==> config.mk <==
export PLATFORM = sky130hd
export DESIGN_NAME = gmii_tx
export DESIGN_NICKNAME = d
export VERILOG_FILES = /design/src/rtl/gmii_tx_pkg.sv /design/src/rtl/crc32_d8.sv /design/src/rtl/payload_unpacker.sv /design/src/rtl/pause_frame_gen.sv /design/src/rtl/tx_sequencer.sv /design/src/rtl/gmii_tx.sv
export SDC_FILE = /design/constraint.sdc
export NUM_CORES = 1
export LEC_CHECK = 0
export BUFFER_PORTS_ARGS = -buffer_cell sky130_fd_sc_hd__buf_2
export CAP_MARGIN = 10
export CORE_ASPECT_RATIO = 1.5
export CORE_MARGIN = 4
export CORE_UTILIZATION = 40
export CTS_BUF_LIST = sky130_fd_sc_hd__clkbuf_16
export CTS_CLUSTER_DIAMETER = 50
export DETAILED_ROUTE_END_ITERATION = 8
export SYNTH_ARGS = -nofsm -noshare
export SYNTH_HDL_FRONTEND = slang
export SYNTH_SLANG_ARGS = --single-unit
export TNS_END_PERCENT = 20
==> constraint.sdc <==
create_clock -name tx_clk -period 8.1 [get_ports tx_clk]
set_clock_uncertainty 0.1 [all_clocks]
set_input_delay 0.405 -clock tx_clk [delete_from_list [all_inputs] [get_ports tx_clk]]
set_output_delay 0.405 -clock tx_clk [all_outputs]
set_load 0.1 [all_outputs]
==> src/rtl/gmii_tx_pkg.sv <==
package gmii_tx_pkg;

    typedef logic [7:0]  byte_t;
    typedef logic [63:0] word_t;
    typedef logic [15:0] len_t;
    typedef logic [31:0] fcs_t;

    localparam byte_t PREAMBLE_BYTE = 8'h55;
    localparam byte_t SFD_BYTE      = 8'hD5;

    // preamble bytes before the SFD
    localparam int unsigned PREAMBLE_LEN = 7;
    localparam int unsigned FCS_LEN      = 4;

    // 802.3x pause frame, FCS excluded
    localparam int unsigned PAUSE_FRAME_LEN = 60;
    // DA, palr, paur, opd; the rest is padding
    localparam int unsigned PAUSE_HDR_LEN   = 18;

    localparam int unsigned BYTES_PER_WORD = 8;

    // reserved MAC control multicast address
    localparam logic [47:0] PAUSE_DA = 48'h01_80_C2_00_00_01;

    typedef enum logic [2:0] {
        st_idle,
        st_preamble,
        st_sfd,
        st_frame,
        st_fcs,
        st_ipg
    } tx_state_e;

    typedef enum logic [1:0] {
        kind_data,
        kind_pause,
        kind_pause_zero
    } frame_kind_e;

endpackage

==> src/rtl/crc32_d8.sv <==
`timescale 1ns/10ps

module crc32_d8 (
    input  logic                tx_clk,
    input  logic                rst_n,
    input  logic                crc_init,
    input  logic                crc_en,
    input  gmii_tx_pkg::byte_t  data,
    output gmii_tx_pkg::fcs_t   fcs
);

    // reflected form of 0x04C11DB7
    localparam gmii_tx_pkg::fcs_t POLY = 32'hEDB8_8320;

    gmii_tx_pkg::fcs_t crc_q;

    // one byte, lsb first
    function automatic gmii_tx_pkg::fcs_t crc_byte(
        input gmii_tx_pkg::fcs_t  crc_in,
        input gmii_tx_pkg::byte_t d
    );
        gmii_tx_pkg::fcs_t c;
        c = crc_in ^ {24'h0, d};
        for (int i = 0; i < 8; i++) begin
            if (c[0]) begin
                c = (c >> 1) ^ POLY;
            end else begin
                c = c >> 1;
            end
        end
        return c;
    endfunction

    always_ff @(posedge tx_clk or negedge rst_n) begin
        if (!rst_n) begin
            crc_q <= '1;
        end else if (crc_init) begin
            crc_q <= '1;
        end else if (crc_en) begin
            crc_q <= crc_byte(crc_q, data);
        end
    end

    // complemented register is the FCS, byte 0 goes out first
    assign fcs = ~crc_q;

endmodule

==> src/rtl/payload_unpacker.sv <==
`timescale 1ns/10ps

module payload_unpacker (
    input  logic                tx_clk,
    input  logic                rst_n,
    input  logic                ether_en,
    input  logic                byte_take,
    input  logic                frame_end,
    input  gmii_tx_pkg::word_t  data_fifo_rdata,
    output gmii_tx_pkg::byte_t  data_byte,
    output logic                data_fifo_pop
);

    localparam int unsigned LANE_W    = $clog2(gmii_tx_pkg::BYTES_PER_WORD);
    localparam int unsigned LAST_LANE = gmii_tx_pkg::BYTES_PER_WORD - 1;

    logic [LANE_W-1:0] lane;
    logic              word_done;

    // head word is valid as long as the frame lasts
    assign data_byte = data_fifo_rdata[8*lane +: 8];

    // pop after the top lane, or early when the frame stops mid-word
    assign word_done     = (lane == LANE_W'(LAST_LANE)) || frame_end;
    assign data_fifo_pop = byte_take && word_done;

    always_ff @(posedge tx_clk or negedge rst_n) begin
        if (!rst_n) begin
            lane <= '0;
        end else if (!ether_en) begin
            lane <= '0;
        end else if (byte_take) begin
            if (word_done) begin
                // next frame begins on a fresh word
                lane <= '0;
            end else begin
                lane <= lane + 1'b1;
            end
        end
    end

endmodule

==> src/rtl/pause_frame_gen.sv <==
`timescale 1ns/10ps

module pause_frame_gen (
    input  logic                      tx_clk,
    input  logic                      rst_n,
    input  logic                      frame_start,
    input  logic                      byte_take,
    input  gmii_tx_pkg::frame_kind_e  frame_kind,
    input  logic [31:0]               palr,
    input  logic [31:0]               paur,
    input  logic [31:0]               opd,
    output gmii_tx_pkg::byte_t        pause_byte
);

    localparam int unsigned HDR_LEN  = gmii_tx_pkg::PAUSE_HDR_LEN;
    localparam int unsigned HDR_BITS = 8 * HDR_LEN;

    logic [5:0]          cnt;
    logic [31:0]         opd_eff;
    logic [HDR_BITS-1:0] hdr;

    // zero quanta clears the pause time field
    assign opd_eff = (frame_kind == gmii_tx_pkg::kind_pause_zero) ?
                     {opd[31:16], 16'h0000} : opd;

    // first byte on the wire sits in the top bits
    assign hdr = {gmii_tx_pkg::PAUSE_DA, palr, paur, opd_eff};

    always_ff @(posedge tx_clk or negedge rst_n) begin
        if (!rst_n) begin
            cnt <= '0;
        end else if (frame_start) begin
            cnt <= '0;
        end else if (byte_take) begin
            cnt <= cnt + 1'b1;
        end
    end

    always_comb begin
        if (int'(cnt) < HDR_LEN) begin
            pause_byte = hdr[8*(HDR_LEN - 1 - int'(cnt)) +: 8];
        end else begin
            // padding up to the minimum frame size
            pause_byte = 8'h00;
        end
    end

endmodule

==> src/rtl/tx_sequencer.sv <==
`timescale 1ns/10ps

module tx_sequencer #(
    parameter int unsigned IPG_CYCLES = 12
) (
    input  logic                      tx_clk,
    input  logic                      rst_n,
    input  logic                      ether_en,
    input  logic                      tx_stop,
    input  logic                      pause_send,
    input  logic                      pause_zero_send,
    input  logic [5:0]                desc_count,
    input  gmii_tx_pkg::len_t         desc_len,
    input  gmii_tx_pkg::byte_t        data_byte,
    input  gmii_tx_pkg::byte_t        pause_byte,
    input  gmii_tx_pkg::fcs_t         fcs,
    output gmii_tx_pkg::byte_t        gmii_txd,
    output logic                      gmii_tx_en,
    output logic                      gmii_tx_er,
    output logic                      desc_pop,
    output logic                      byte_take,
    output logic                      data_take,
    output logic                      frame_end,
    output logic                      frame_start,
    output logic                      crc_init,
    output logic                      crc_en,
    output gmii_tx_pkg::byte_t        crc_data,
    output logic                      pause_done,
    output logic                      pause_zero_done,
    output logic                      tx_idle,
    output gmii_tx_pkg::frame_kind_e  frame_kind
);

    gmii_tx_pkg::tx_state_e state;
    logic [15:0]            phase;
    gmii_tx_pkg::len_t      frame_len;
    gmii_tx_pkg::byte_t     src_byte;
    logic                   last_byte;

    assign src_byte = (frame_kind == gmii_tx_pkg::kind_data) ? data_byte : pause_byte;

    assign byte_take = (state == gmii_tx_pkg::st_frame);
    assign last_byte = byte_take && (phase == frame_len - 16'd1);
    assign data_take = byte_take && (frame_kind == gmii_tx_pkg::kind_data);
    assign frame_end = data_take && last_byte;
    assign desc_pop  = frame_end;

    assign pause_done      = last_byte && (frame_kind == gmii_tx_pkg::kind_pause);
    assign pause_zero_done = last_byte && (frame_kind == gmii_tx_pkg::kind_pause_zero);

    // pause counter clears on the edge that enters st_sfd
    assign frame_start = (state == gmii_tx_pkg::st_preamble) &&
                         (phase == 16'(gmii_tx_pkg::PREAMBLE_LEN - 1));
    assign crc_init    = (state == gmii_tx_pkg::st_sfd);

    // crc absorbs the byte on the same edge it is registered to gmii_txd
    assign crc_en   = byte_take;
    assign crc_data = src_byte;

    assign tx_idle    = (state == gmii_tx_pkg::st_idle);
    assign gmii_tx_er = 1'b0;

    always_ff @(posedge tx_clk or negedge rst_n) begin
        if (!rst_n) begin
            state      <= gmii_tx_pkg::st_idle;
            phase      <= '0;
            frame_kind <= gmii_tx_pkg::kind_data;
            gmii_txd   <= '0;
            gmii_tx_en <= 1'b0;
        end else if (!ether_en) begin
            state      <= gmii_tx_pkg::st_idle;
            phase      <= '0;
            frame_kind <= gmii_tx_pkg::kind_data;
            gmii_txd   <= '0;
            gmii_tx_en <= 1'b0;
        end else begin
            case (state)
                gmii_tx_pkg::st_idle: begin
                    // pause requests win over queued data
                    if (pause_send || pause_zero_send ||
                        ((desc_count != 6'd0) && !tx_stop)) begin
                        if (pause_send) begin
                            frame_kind <= gmii_tx_pkg::kind_pause;
                        end else if (pause_zero_send) begin
                            frame_kind <= gmii_tx_pkg::kind_pause_zero;
                        end else begin
                            frame_kind <= gmii_tx_pkg::kind_data;
                        end
                        gmii_txd   <= gmii_tx_pkg::PREAMBLE_BYTE;
                        gmii_tx_en <= 1'b1;
                        phase      <= 16'd1;
                        state      <= gmii_tx_pkg::st_preamble;
                    end
                end
                gmii_tx_pkg::st_preamble: begin
                    gmii_txd <= gmii_tx_pkg::PREAMBLE_BYTE;
                    if (frame_start) begin
                        state <= gmii_tx_pkg::st_sfd;
                    end else begin
                        phase <= phase + 16'd1;
                    end
                end
                gmii_tx_pkg::st_sfd: begin
                    gmii_txd <= gmii_tx_pkg::SFD_BYTE;
                    phase    <= '0;
                    state    <= gmii_tx_pkg::st_frame;
                end
                gmii_tx_pkg::st_frame: begin
                    gmii_txd <= src_byte;
                    if (last_byte) begin
                        phase <= '0;
                        state <= gmii_tx_pkg::st_fcs;
                    end else begin
                        phase <= phase + 16'd1;
                    end
                end
                gmii_tx_pkg::st_fcs: begin
                    if (phase == 16'(gmii_tx_pkg::FCS_LEN)) begin
                        // last fcs byte is on the wire now
                        gmii_txd   <= '0;
                        gmii_tx_en <= 1'b0;
                        phase      <= '0;
                        state      <= gmii_tx_pkg::st_ipg;
                    end else begin
                        gmii_txd <= fcs[8*phase[1:0] +: 8];
                        phase    <= phase + 16'd1;
                    end
                end
                gmii_tx_pkg::st_ipg: begin
                    if (phase == 16'(IPG_CYCLES - 1)) begin
                        phase <= '0;
                        state <= gmii_tx_pkg::st_idle;
                    end else begin
                        phase <= phase + 16'd1;
                    end
                end
                default: begin
                    state <= gmii_tx_pkg::st_idle;
                end
            endcase
        end
    end

    // length is taken from the descriptor head when the frame starts
    always_ff @(posedge tx_clk) begin
        if (state == gmii_tx_pkg::st_idle) begin
            if (pause_send || pause_zero_send) begin
                frame_len <= 16'(gmii_tx_pkg::PAUSE_FRAME_LEN);
            end else begin
                frame_len <= desc_len;
            end
        end
    end

endmodule

==> src/rtl/gmii_tx.sv <==
`timescale 1ns/10ps

module gmii_tx #(
    parameter int unsigned IPG_CYCLES = 12
) (
    input  logic                tx_clk,
    input  logic                rst_n,
    input  logic                ether_en,
    input  logic                tx_stop,
    input  logic                pause_send,
    input  logic                pause_zero_send,
    input  logic [31:0]         palr,
    input  logic [31:0]         paur,
    input  logic [31:0]         opd,
    input  logic [7:0]          data_fifo_count,
    input  gmii_tx_pkg::word_t  data_fifo_rdata,
    input  logic [5:0]          desc_count,
    input  gmii_tx_pkg::len_t   desc_len,
    output logic                data_fifo_pop,
    output logic                desc_pop,
    output logic                pause_done,
    output logic                pause_zero_done,
    output logic                tx_idle,
    output logic                gmii_tx_en,
    output logic                gmii_tx_er,
    output gmii_tx_pkg::byte_t  gmii_txd
);

    gmii_tx_pkg::byte_t       data_byte;
    gmii_tx_pkg::byte_t       pause_byte;
    gmii_tx_pkg::byte_t       crc_data;
    gmii_tx_pkg::fcs_t        fcs;
    gmii_tx_pkg::frame_kind_e frame_kind;
    logic                     byte_take;
    logic                     data_take;
    logic                     frame_end;
    logic                     frame_start;
    logic                     crc_init;
    logic                     crc_en;

    // store and forward, the words are already queued; count is not consulted
    payload_unpacker u_payload_unpacker (
        .tx_clk          (tx_clk),
        .rst_n           (rst_n),
        .ether_en        (ether_en),
        .byte_take       (data_take),
        .frame_end       (frame_end),
        .data_fifo_rdata (data_fifo_rdata),
        .data_byte       (data_byte),
        .data_fifo_pop   (data_fifo_pop)
    );

    pause_frame_gen u_pause_frame_gen (
        .tx_clk      (tx_clk),
        .rst_n       (rst_n),
        .frame_start (frame_start),
        .byte_take   (byte_take),
        .frame_kind  (frame_kind),
        .palr        (palr),
        .paur        (paur),
        .opd         (opd),
        .pause_byte  (pause_byte)
    );

    tx_sequencer #(
        .IPG_CYCLES (IPG_CYCLES)
    ) u_tx_sequencer (
        .tx_clk          (tx_clk),
        .rst_n           (rst_n),
        .ether_en        (ether_en),
        .tx_stop         (tx_stop),
        .pause_send      (pause_send),
        .pause_zero_send (pause_zero_send),
        .desc_count      (desc_count),
        .desc_len        (desc_len),
        .data_byte       (data_byte),
        .pause_byte      (pause_byte),
        .fcs             (fcs),
        .gmii_txd        (gmii_txd),
        .gmii_tx_en      (gmii_tx_en),
        .gmii_tx_er      (gmii_tx_er),
        .desc_pop        (desc_pop),
        .byte_take       (byte_take),
        .data_take       (data_take),
        .frame_end       (frame_end),
        .frame_start     (frame_start),
        .crc_init        (crc_init),
        .crc_en          (crc_en),
        .crc_data        (crc_data),
        .pause_done      (pause_done),
        .pause_zero_done (pause_zero_done),
        .tx_idle         (tx_idle),
        .frame_kind      (frame_kind)
    );

    crc32_d8 u_crc32_d8 (
        .tx_clk   (tx_clk),
        .rst_n    (rst_n),
        .crc_init (crc_init),
        .crc_en   (crc_en),
        .data     (crc_data),
        .fcs      (fcs)
    );

endmodule

# Yosys cells after proc, flatten, opt, wreduce, memory -nomap -nowiden
# Cells that the tools add are included.
# totals
register_bits	87
output_inout_bits	15
elab_cells	133
# op_classes
addsub	5
n_lt_le_gt_ge	1
eq_ne	24
n_shift	3
mux	59
n_bitwise	10
n_reduce_logical	22
# op_table
operator	n
two-way mux 32 bit	24
variable part select 144 x 33 -> 8 bit	1
two-way mux 16 bit	7
NOT 13 -> 14 bit	8
case mux 16 bit (6 select lines)	1
variable part select 64 x 7 -> 8 bit	1
two-way mux 8 bit	5
case mux 8 bit (5 select lines)	1
== test 16 x 3 -> 1 bit, second input constant	2
NOT 32 bit	1
variable part select 32 x 6 -> 8 bit	1
XOR 32 x 8 -> 32 bit	1
two-way mux 3 bit	9
case mux 3 bit (6 select lines)	1
adder 16 x 1 -> 16 bit, second input constant	1
== test 16 bit	1
== test 16 x 4 -> 1 bit, second input constant	1
subtractor 16 x 1 -> 16 bit, second input constant	1
two-way mux 6 bit	2
two-way mux 2 bit	5
== test 3 bit, second input constant	3
!= test 3 x 2 -> 1 bit, second input constant	3
!= test 3 bit, second input constant	3
logical AND 1 bit	8
other kinds (23)	33

# Logic depth before layout (Yosys ltp)
# Gate-level depths: netlist (run 1).
# depth
ltp_word	38
mapped_depth	15
ltp_nobuf	12

# Cells and area by module
# A second synthesis (run 1) with hierarchy kept.
# hier_totals
cells_unflattened	825
hier_area_um2	7920.1
# modules_own_cells
mod	instances	cells_each	area_each_um2	seq_area_each_um2
tx_sequencer	1	391	3487.1	1231.2
crc32_d8	1	203	2260.9	840.8
pause_frame_gen	1	187	1440.1	150.1
payload_unpacker	1	44	732.0	75.1

# Worst setup path before layout (run 1)
# OpenSTA, ideal clock, no wires.
# synth_path
kind	register to output
start	reg u_tx_sequencer.frame_len[0]
end	out pause_done
arrival_time_ns	4.306
t_required_ns	7.595
setup_slack_ns	3.289
stages_incl_launch_ff	10
n_path_buf	0
path_cell_list	edfxtp_1 inv_1 ha_1 nor4b_2 nand3_1 or4b_1 o211ai_1 mux2_2 nand4_1 nor3_1
# synth_between
elab_chain_cells	4
# synth_rtl
item	line_no	text
start: declaration	tx_sequencer.sv:36	gmii_tx_pkg::len_t frame_len;
start signal: assignment	tx_sequencer.sv:148	frame_len <= 16'(gmii_tx_pkg::PAUSE_FRAME_LEN);
start signal: assignment	tx_sequencer.sv:150	frame_len <= desc_len;
subtractor 16 x 1 -> 16 bit	tx_sequencer.sv:43	assign last_byte = byte_take && (phase == frame_len - 16'd1);
== test 16 bit	tx_sequencer.sv:43	
logical AND 1 bit	tx_sequencer.sv:43	
logical AND 1 bit	tx_sequencer.sv:48	assign pause_done = last_byte && (frame_kind == gmii_tx_pkg::kind_pause);
end: declaration	gmii_tx.sv:21	output logic pause_done,
# Every way passes these cells.

# Worst setup path after layout (run 1)
# layout_path
start	reg u_pause_frame_gen.cnt[1]
end	reg u_crc32_d8.crc_q[19]
# layout_between
elab_chain_cells	34
# layout_rtl
item	line_no	text
start: declaration	pause_frame_gen.sv:18	logic [5:0] cnt;
start signal: assignment	pause_frame_gen.sv:35	cnt <= cnt + 1'b1;
subtractor 5 x 6 -> 7 bit	pause_frame_gen.sv:41	pause_byte = hdr[8*(HDR_LEN - 1 - int'(cnt)) +: 8];
variable part select 144 x 33 -> 8 bit	pause_frame_gen.sv:41	
two-way mux 8 bit *	pause_frame_gen.sv:40	if (int'(cnt) < HDR_LEN) begin
two-way mux 8 bit *	tx_sequencer.sv:40	assign src_byte = (frame_kind == gmii_tx_pkg::kind_data) ? data_byte : pause_byte;
XOR 32 x 8 -> 32 bit *	crc32_d8.sv:23	c = crc_in ^ {24'h0, d};
two-way mux 32 bit *	crc32_d8.sv:25	if (c[0]) begin
two-way mux 32 bit *	crc32_d8.sv:39	end else if (crc_en) begin
two-way mux 32 bit *	crc32_d8.sv:37	end else if (crc_init) begin
(+18 left out)	--	
NOT 13 -> 14 bit (no source line)	--	
two-way mux 32 bit *	crc32_d8.sv:25	
two-way mux 32 bit *	crc32_d8.sv:39	
two-way mux 32 bit *	crc32_d8.sv:37	
NOT 13 -> 14 bit (no source line)	--	
two-way mux 32 bit *	crc32_d8.sv:25	
two-way mux 32 bit *	crc32_d8.sv:39	
two-way mux 32 bit *	crc32_d8.sv:37	
end signal: assignment	crc32_d8.sv:40	crc_q <= crc_byte(crc_q, data);
end: declaration	crc32_d8.sv:15	gmii_tx_pkg::fcs_t crc_q;
# Mark *: on every way between the ends. The rest lies on a longest branch, timed or not. The select of a mux whose other input is x is not followed.
# A chain may end at the register's enable or synchronous reset.

==> results by group, run 1 <==
Power
  • Static Leak: 3.58 nW
  • Clock share of power: 19.6%
  • Logic pwr share: 48.8%
  • P_sw: 781 uW
  • Pwr dens: 241 nW/um2
  • Worst vdd ir: 0.000153 V
  • Net Sw Frac: 37.4%
  • Reg power frac: 31.6%
  • Pint: 1.31 mW

Yosys
  • Synth cell types: 88
  • Synth Area in Simple Gates: 15.7%
  • Syn_nets: 948
  • Mapped Area: 7340 um2
  • Compound-cell area share of the yosys netlist: 17.5%
  • Synth Flop Type: dfrtp_1
  • Largest family of logic cells by synthesized area: compound AO/OA/AOI/OAI gates
  • EDFF count, synth: 16
  • Synth Warn #: 0
  • Adder and majority gate portion of the synthesized area: 1.88%
  • #FFs+latches synth: 87
  • Post-Synth XOR/XNOR Area: 14.1%
  • Syn Area/Cell: 9.90 um2
  • Post-synth ARST share: 81.6%
  • Mux share of post-synthesis cell area: 14.7%
  • Seq/Total Area, Yosys: 31.3%
  • Gate Count Post-Synth: 741

Clocking
  • CTS tree: yes
  • Total clock buffers created by CTS: 9
  • Post-CTS setup buffers: 0
  • Clk slew on worst S/H paths: 0.07 ns
  • Clk root buf: clkbuf_16
  • Clock sinks: 87
  • Hold_buf cts: 0
  • Worst-Skew Late Latency: 0.34 ns
  • CTS resizes: 0
  • CTS HTree Levels: 3
  • Max Root-Sink Buffers: 2

Drt
  • Routed WL per cell: 20.3 um
  • Vias: 6,455
  • Drt pass-1 iters: 5
  • WL final: 23,000 um
  • ANT nets after route: 0
  • Via density: 5.71
  • Remaining DRCs: 0
  • DRT iter0 DRCs: 459

Critical path
  • Crit end category: register
  • Delay-heaviest family, CP: compound AO/OA/AOI/OAI gates
  • CP Data Arrival Time: 5.26 ns
  • Bufs and invs on worst path: 2
  • CP Cell Sequence: inv_2 > ha_1 > inv_1 > o21ai_0 > o31ai_1 > a221oi_1 > o31a_1 > xnor2_4 > xor2_2 > xnor2_1 > xnor3_1 > o22a_1
  • Kind of critical path: register to register
  • Crit path launch type: register
  • Req. time, crit path: 8.27 ns
  • Crit-path slowest cell: ha_1
  • Crit path largest cell delay: 0.82 ns
  • Crit-path max FO: 20

GRT
  • Pin count of the biggest net entering global routing: 72
  • Tot GR Track Use: 22.0%
  • Initial antenna violation count: 0
  • First-pass GRT wire length: 35,800 um
  • Vias in the first global route: 6,563
  • Overflow after GRT: 0

Floorplan
  • # rows: 60
  • Initial core utilization: 40.7%
  • I/O Pins: 211
  • Chip width: 119 um
  • Die height: 174 um
  • CORE AREA: 18,000 um2
  • Die Area: 20,600 um2

Final layout
  • Final Cell Area: 8660 um2
  • Layout cells sized above 1: 36.0%
  • Area Overhead vs Synth: 18.0%
  • Filler cells: 1,738
  • Ant diodes: 0
  • Register Area: 2300 um2
  • Final #Nets: 1,116
  • Area of the multi-input gates: 4690 um2

Placed design
  • HPWL after DPL: 18,100 um
  • I/O Buffers: 201
  • RD Place Congestion: 0.937
  • Area after DPL: 8360 um2

Timing
  • Setup-failing EPs final: 0
  • Max_slew headroom: 24.7%
  • Fmax: 196 MHz
  • Sum Neg Setup Slack: 0 ns
  • RSZ-0062 raised after global routing: no
  • Final period utilization: 62.9%
  • Worst Tran Pin Value: 1.13 ns
  • Final hold violations: 0
  • Final Slew Violations: 0
  • Min Clock Period, post-route: 5.10 ns

Run
  • Max-cap violations: 0

Outcome
  • Status: finished, final reports clean

Hold path
  • Min-delay worst type: input pin to asynchronous set/reset pin
cells by family after synthesis:
| kind of cell | after synthesis |
|---|---|
| fa+ha+maj | 11 |
| mux | 73 |
| other cells | 1 |
| compound gates | 185 |
| buf+inv | 65 |
| xor+xnor | 98 |
| flops | 87 |
| simple gates | 221 |
final timing paths:
kind | from | end | slack, ns | depth (start not counted)
max in group asynchronous | rst_n | u_pause_frame_gen.cnt[0] | 7.04 | 2
max | u_pause_frame_gen.cnt[1] | u_crc32_d8.crc_q[19] | 3.00 | 12
max reg2reg | u_pause_frame_gen.cnt[1] | u_crc32_d8.crc_q[19] | 3.00 | 12
min reg2reg | u_tx_sequencer.gmii_txd[7] | u_tx_sequencer.gmii_txd[7] | 0.37 | 2
min in group tx_clk | desc_len[3] | u_tx_sequencer.frame_len[3] | 0.22 | 2
min | rst_n | u_tx_sequencer.phase[10] | 0.16 | 2
cells in the mapped netlist, types with 11 or more instances:
cell type	number	share of area, %
a31oi_1	20	1.7
clkbuf_1	25	1.3
xor2_1	21	2.5
mux4_2	25	7.7
dfrtp_1	39	13
ha_1	11	1.9
nor2_1	61	3.1
dfstp_2	32	11
mux2i_1	32	4.4
edfxtp_1	16	6.5
inv_1	15	0.77
a21oi_1	54	3.7
nand3_1	19	1.3
and3_1	15	1.3
or3_1	16	1.4
and2_1	17	1.4
mux2_2	15	2.3
o21ai_0	25	1.7
nand2_1	34	1.7
xnor2_1	63	7.5
nor3_1	17	1.2
cell usage in the layout (no fill, tap or decap), types with 20 or more instances in the layout:
cell,Yosys,layout
nand2_1,34,34
a31oi_1,20,20
xnor2_1,63,63
nor2_1,61,61
dfstp_2,32,32
mux2i_1,32,32
xor2_1,21,21
mux4_2,25,25
a21oi_1,54,54
dfrtp_1,39,38
o21ai_0,25,24
buf_2,6,201
layout make-up:
type / instances / share of cell area [%]
clock inverters: 6 / 0.506
well taps: 217 / 3.14
repair buffers: 205 / 12.0
multi-input cells: 589 / 54.2
flip-flops and latches: 87 / 26.6
clock buffers: 10 / 2.89
inverters: 17 / 0.737
worst register-to-register path: stages (launching register included):
cell and delay (ns):
dfrtp_1 0.76, inv_2 0.21, ha_1 0.82, inv_1 0.35, o21ai_0 0.40, o31ai_1 0.19, a221oi_1 0.35, o31a_1 0.33
xnor2_4 0.21, xor2_2 0.38, xnor2_1 0.32, xnor3_1 0.43, o22a_1 0.17
metrics by stage:
step | utilization, % | worst slack [ns] | hold slack (ns) | power [mW] | instances
floorplan | - | 3.29 | 0.00941 | 1.47 | 741
CTS | 48.0 | 3.13 | 0.205 | 2.10 | 1131
finish | 48.0 | 3.00 | 0.156 | 2.09 | 1131
global route | 48.0 | 2.91 | 0.221 | 2.22 | 1131
global placement | 46.4 | 3.15 | 0.358 | 1.67 | 1115
detailed placement | 46.4 | 3.16 | 0.363 | 1.68 | 1115
power by group through the flow:
stage	Clock (mW)	Combinational (mW)	Sequential, mW
4_1_cts	0.418	1.02	0.660
3_3_place_gp	0	1.00	0.667
6_report	0.410	1.02	0.661
5_1_grt	0.440	1.11	0.672
2_1_floorplan	0	0.815	0.650
3_5_place_dp	0	1.01	0.668
layer usage:
| layer | vias to the layer above | routed length [um] | GRT usage, % |
|---|---|---|---|
| met5 | - | 0 | 0 |
| met4 | 0 | 1260 | 12.0 |
| met3 | 52 | 1270 | 3.49 |
| met2 | 256 | 11400 | 38.8 |
| met1 | 3070 | 9070 | 25.3 |
| li1 | 3077 | - | - |
sequential cells by signal, indices dropped and copies added (netlist names):
| name | cells |
|---|---|
| u_tx_sequencer.frame_kind | 2 |
| u_pause_frame_gen.cnt | 6 |
| u_payload_unpacker.lane | 3 |
| u_tx_sequencer.gmii_txd | 8 |
| u_tx_sequencer.state | 3 |
| u_tx_sequencer.phase | 16 |
| u_crc32_d8.crc_q | 32 |
| u_tx_sequencer.gmii_tx_en | 1 |
| u_tx_sequencer.frame_len | 16 |
(Power assumes the default switching activity.)
==> run 2: changes to the inputs <==
PLACE_DENSITY = 0.67   (was unset)
clock period = 4.1 ns   (was 8.1 ns; I/O delays follow)
==> run 2 against run 1 <==
Via count increased by 2.4%. Worst setup slack got worse by 2.7 ns. Die area stayed put. Wire length is 2.7% lower. Combinational power is 110% higher. Highest routed layer unchanged. Largest cell class unchanged.
==> results by group, run 2 (same netlist as run 1, synthesis figures left out) <==
Drt
  • ANT nets after route: 0
  • Routed WL per cell: 19.4 um
  • Via density: 5.71
  • WL final: 22,400 um
  • Remaining DRCs: 0
  • Vias: 6,611
  • DRT iter0 DRCs: 460
  • Drt pass-1 iters: 6

Run
  • Max-cap violations: 0

Critical path
  • Kind of critical path: register to output port
  • CP Data Arrival Time: 3.49 ns
  • Req. time, crit path: 3.80 ns
  • CP Cell Sequence: inv_1 > ha_1 > nor4b_2 > buf_4 > nand3_1 > or4b_1 > o211ai_1 > mux2_2 > nand4_1 > buf_4 > nor3_1 > buf_2
  • Crit path launch type: register
  • Crit end category: output port
  • Worst setup path startpoint: u_tx_sequencer.frame_len[0]
  • FF-to-FF Start: u_pause_frame_gen.cnt[2]
  • Crit path largest cell delay: 0.51 ns
  • Crit-path most repeated cell: buf_4
  • Crit-path max FO: 6
  • Crit-path slowest cell: or4b_1

Placed design
  • HPWL after DPL: 17,700 um
  • RD Place Congestion: 0.951
  • I/O Buffers: 201

Final layout
  • Most frequent cells in the layout: buf_2 (201), xnor2_1 (63), nor2_1 (60)
  • Ant diodes: 0
  • Max FFs per register: 32
  • Area Overhead vs Synth: 21.2%
  • Largest regs: u_crc32_d8.crc_q x32, u_tx_sequencer.frame_len x16, u_tx_sequencer.phase x16
  • Final #Nets: 1,142
  • Commonest non-fill, non-tap cell in the layout: buf_2
  • Top reg by flops: u_crc32_d8.crc_q
  • Filler cells: 1,655
  • Layout cells sized above 1: 38.0%

Floorplan
  • # rows: 60
  • I/O Pins: 211
  • Die height: 174 um
  • Die Area: 20,600 um2
  • Chip width: 119 um
  • Initial core utilization: 40.7%
  • CORE AREA: 18,000 um2

Timing
  • Final period utilization: 92.5%
  • Setup-failing EPs final: 0
  • Worst hold slack: 0.0145 ns
  • Worst Tran Pin Value: 1.03 ns
  • Final hold violations: 0
  • Fmax: 264 MHz
  • Max_slew headroom: 31.1%
  • RSZ-0062 raised after global routing: no
  • Sum Neg Setup Slack: 0 ns
  • Final Slew Violations: 0
  • Min Clock Period, post-route: 3.79 ns

Clocking
  • CTS HTree Levels: 3
  • Worst-Skew Late Latency: 0.35 ns
  • Clk root buf: clkbuf_16
  • Clock sinks: 87
  • Clk slew on worst S/H paths: 0.07 ns
  • CTS tree: yes
  • Total clock buffers created by CTS: 9
  • Max Root-Sink Buffers: 2

Outcome
  • Status: finished, final reports clean

GRT
  • Tot GR Track Use: 21.2%
  • Overflow after GRT: 0
  • First-pass GRT wire length: 35,200 um
  • Vias in the first global route: 6,748
  • Pin count of the biggest net entering global routing: 55
  • Initial antenna violation count: 0

Hold path
  • Min-delay worst type: input pin to register
  • Hold Startpoint: desc_len[4]

Power
  • Pwr dens: 482 nW/um2
  • Static Leak: 3.71 nW
  • Worst vdd ir: 0.000297 V
run 2: timing repair:
item / CTS / global route
setup endpoints to repair: 0 / 6
endpoints found under the hold margin: 17 / 0
setup buffers: 0 / 0
resized for setup: 0 / 3
hold buffers: 1 / 0
run 2: power by group:
part / switching [mW] / internal [mW]
sequential: 0.180 / 1.12
combinational: 1.04 / 1.10
clock: 0.383 / 0.462
total: 1.61 / 2.68
run 2: layout make-up:
cell class	count	area (um2)	share of cell area [%]
Multi-Input combinational cell	589	4700	52.9
Clock inverter	6	60.1	0.675
Tap cell	217	272	3.05
Inverter	17	63.8	0.718
Clock buffer	10	250	2.81
Timing Repair Buffer	231	1250	14.0
Sequential cell	87	2300	25.8
run 2: critical path, delay by kind of cell, from the launching register on:
| family | cells | cell delay, ns |
|---|---|---|
| muxes | 1 | 0.18 |
| AOI/OAI and AO/OA | 1 | 0.09 |
| buffers and inverters | 4 | 0.94 |
| and+or+nand+nor | 5 | 1.21 |
| adders and majority gates | 1 | 0.26 |
| DFF | 1 | 0.45 |
run 2: layer usage:
metal,GRT usage [%],vias to the layer above,routed length [um]
met4,12.3,0,1230
met5,0,-,0
met1,22.0,3100,7960
li1,-,3126,-
met2,39.7,325,11800
met3,3.26,60,1410
run 2: path summary, 6_finish.rpt:
check / slack [ns] / to / cells after the start
worst max-delay path: 0.31 / pause_done / 12
worst min-delay path: 0.01 / u_tx_sequencer.frame_len[4] / 2
worst max register to register: 0.33 / u_crc32_d8.crc_q[19] / 11
worst min register to register: 0.39 / u_tx_sequencer.gmii_txd[7] / 2
max in group asynchronous: 2.61 / u_tx_sequencer.gmii_txd[7] / 3
min in group asynchronous: 0.22 / u_tx_sequencer.phase[12] / 2
run 2: through the flow:
step	instance area, um2	total power [mW]	worst slack [ns]	instances	utilization, %
after floorplan	7340	2.90	-0.511	741	-
after global placement	8560	3.41	0.411	1140	47.5
after detailed placement	8560	3.44	0.304	1140	47.5
after CTS	8880	4.31	0.222	1157	49.3
after global routing	8890	4.54	0.0521	1157	49.4
final	8890	4.29	0.306	1157	49.4
==> run 3: changes to the inputs <==
CORE_MARGIN = 3   (was 4)
==> run 3 against run 2 <==
The flow now finishes with violations (hold timing). Maximum frequency up 0.63%. Via count up 0.11%. Register-to-register slack about the same. Clock power down 2%. Non-clock buffer count up 2. Critical path depth unchanged. Final area about the same. Wire length down 1.1%.
==> results by group, run 3 (same netlist as run 1, synthesis figures left out) <==
Power
  • Worst vdd ir: 0.000315 V
  • Pint: 2.68 mW
  • Logic pwr share: 50.0%
  • Clock share of power: 19.5%
  • Pwr dens: 477 nW/um2
  • Reg power frac: 30.6%
  • Net Sw Frac: 36.9%
  • Static Leak: 3.73 nW
  • P_sw: 1.57 mW

Critical path
  • R2R cell count: 13
  • Crit path launch type: register
  • FF-to-FF Start: u_pause_frame_gen.cnt[1]
  • Crit-path max FO: 7
  • Crit end category: output port
  • CP Data Arrival Time: 3.47 ns
  • Slack of the worst reg-to-reg path: 0.33 ns
  • Worst reg2reg path endpoint: u_crc32_d8.crc_q[24]
  • Kind of critical path: register to output port
  • Req. time, crit path: 3.80 ns

Drt
  • Vias: 6,618
  • WL final: 22,100 um
  • Drt pass-1 iters: 7
  • DRT iter0 DRCs: 466
  • Routed WL per cell: 19.1 um
  • Remaining DRCs: 0
  • Via density: 5.71
  • ANT nets after route: 0

Outcome
  • Status: finished, violations left
  • Failing checks: hold timing

GRT
  • Pin count of the biggest net entering global routing: 48
  • Vias in the first global route: 6,693
  • Initial antenna violation count: 0
  • Tot GR Track Use: 21.5%
  • First-pass GRT wire length: 34,000 um
  • Overflow after GRT: 0

Hold path
  • Min-delay worst type: input pin to asynchronous set/reset pin

Clocking
  • CTS tree: yes
  • Clock sinks: 87
  • Max Root-Sink Buffers: 2
  • Total clock buffers created by CTS: 9
  • Clk root buf: clkbuf_16
  • Clk slew on worst S/H paths: 0.07 ns
  • CTS HTree Levels: 3
  • Worst-Skew Late Latency: 0.34 ns

Floorplan
  • Initial core utilization: 40.9%
  • Chip width: 117 um
  • I/O Pins: 211
  • # rows: 60
  • Die height: 172 um
  • Die Area: 20,000 um2
  • CORE AREA: 17,900 um2

Timing
  • Worst hold slack: -0.0276 ns
  • Final period utilization: 92.0%
  • Sum Neg Setup Slack: 0 ns
  • RSZ-0062 raised after global routing: no
  • Worst Tran Pin Value: 1.17 ns
  • Final Slew Violations: 0
  • Min Clock Period, post-route: 3.77 ns
  • Final hold violations: 27
  • Max_slew headroom: 22.1%
  • Setup-failing EPs final: 0
  • Fmax: 265 MHz

Final layout
  • Area Overhead vs Synth: 21.3%
  • Max FFs per register: 32
  • Commonest non-fill, non-tap cell in the layout: buf_2
  • Ant diodes: 0
  • Filler cells: 1,691
  • Final #Nets: 1,144
  • Final design utilization: 49.6%
  • Largest regs: u_crc32_d8.crc_q x32, u_tx_sequencer.frame_len x16, u_tx_sequencer.phase x16
  • Most frequent cells in the layout: buf_2 (198), xnor2_1 (63), nor2_1 (61)
  • Top reg by flops: u_crc32_d8.crc_q
  • Layout cells sized above 1: 37.9%

Placed design
  • HPWL after DPL: 17,500 um
  • RD Place Congestion: 0.960
  • I/O Buffers: 201

Run
  • Max-cap violations: 0
run 3: changes by cell type in the layout (fill, tap and decap cells not counted), sizes merged:
cell / previous run / this run
clkinv: 2 / 4
buf: 230 / 231
bufinv: 0 / 1
clkbuf: 10 / 11
clkinvlp: 2 / 1
dlygate4sd3: 1 / 0
inv: 19 / 18
run 3: power groups by stage:
stage	registers, mW	logic (mW)	clock network, mW
after floorplan	1.29	1.61	0
after global placement	1.31	2.06	0
after detailed placement	1.31	2.09	0
after CTS	1.29	2.12	0.844
after global routing	1.32	2.29	0.879
final	1.30	2.12	0.827
run 3: metrics by stage:
stage | instance area [um2] | setup WS [ns] | power [mW] | std cells | hold slack (ns)
3_3_place_gp | 8580 | 0.389 | 3.37 | 1142 | 0.357
6_report | 8900 | 0.330 | 4.24 | 1159 | -0.0276
3_5_place_dp | 8580 | 0.330 | 3.40 | 1142 | 0.363
2_1_floorplan | 7340 | -0.511 | 2.90 | 741 | -0.191
4_1_cts | 8880 | 0.0630 | 4.25 | 1158 | 0.00364
5_1_grt | 8900 | 0.0753 | 4.49 | 1159 | 0.0156
run 3: area by class of cell:
| cell class | instances | area, um2 | share of cell area, % |
|---|---|---|---|
| Timing Repair Buffer | 233 | 1270 | 14.2 |
| Tap cell | 217 | 272 | 3.05 |
| Sequential cell | 87 | 2300 | 25.8 |
| Clock inverter | 7 | 73.8 | 0.830 |
| Inverter | 17 | 63.8 | 0.717 |
| Clock buffer | 9 | 225 | 2.53 |
| Multi-Input combinational cell | 589 | 4700 | 52.8 |
run 3: critical path, stage by stage (launching register included):
cell and delay (ns):
edfxtp_1 0.44, inv_1 0.08, ha_1 0.25, nor4b_2 0.34, buf_4 0.20, or3b_2 0.45, o22ai_1 0.18, a32oi_1 0.08
o22ai_1 0.18, nand4_1 0.13, buf_4 0.19, nor3_1 0.21, clkbuf_4 0.39
run 3: what timing repair did:
item	CTS	global route
endpoints found under the setup margin	0	4
gates resized for setup	0	3
setup buffers	0	1
endpoints found under the hold margin	0	0
hold buffers	0	0
run 3: how the worst max path moves through the flow:
stage                                startpoint                   end  cells past startpoint
CTS                 u_tx_sequencer.frame_len[0]            pause_done                     11
detailed placement     u_pause_frame_gen.cnt[1]  u_crc32_d8.crc_q[19]                     13
floorplan           u_tx_sequencer.frame_len[0]            pause_done                      9
global route           u_pause_frame_gen.cnt[1]  u_crc32_d8.crc_q[19]                     12
global placement       u_pause_frame_gen.cnt[1]  u_crc32_d8.crc_q[19]                     13
finish              u_tx_sequencer.frame_len[0]            pause_done                     12
run 3: layer usage:
| layer | share of wire (%) | global-route usage [%] | up-vias | wire [um] |
|---|---|---|---|---|
| met4 | 5.9 | 12.4 | 0 | 1300 |
| met3 | 5.8 | 2.28 | 67 | 1290 |
| met2 | 52 | 40.3 | 272 | 11600 |
| met5 | 0 | 0 | - | 0 |
| met1 | 36 | 22.8 | 3141 | 7970 |
| li1 | - | - | 3138 | - |
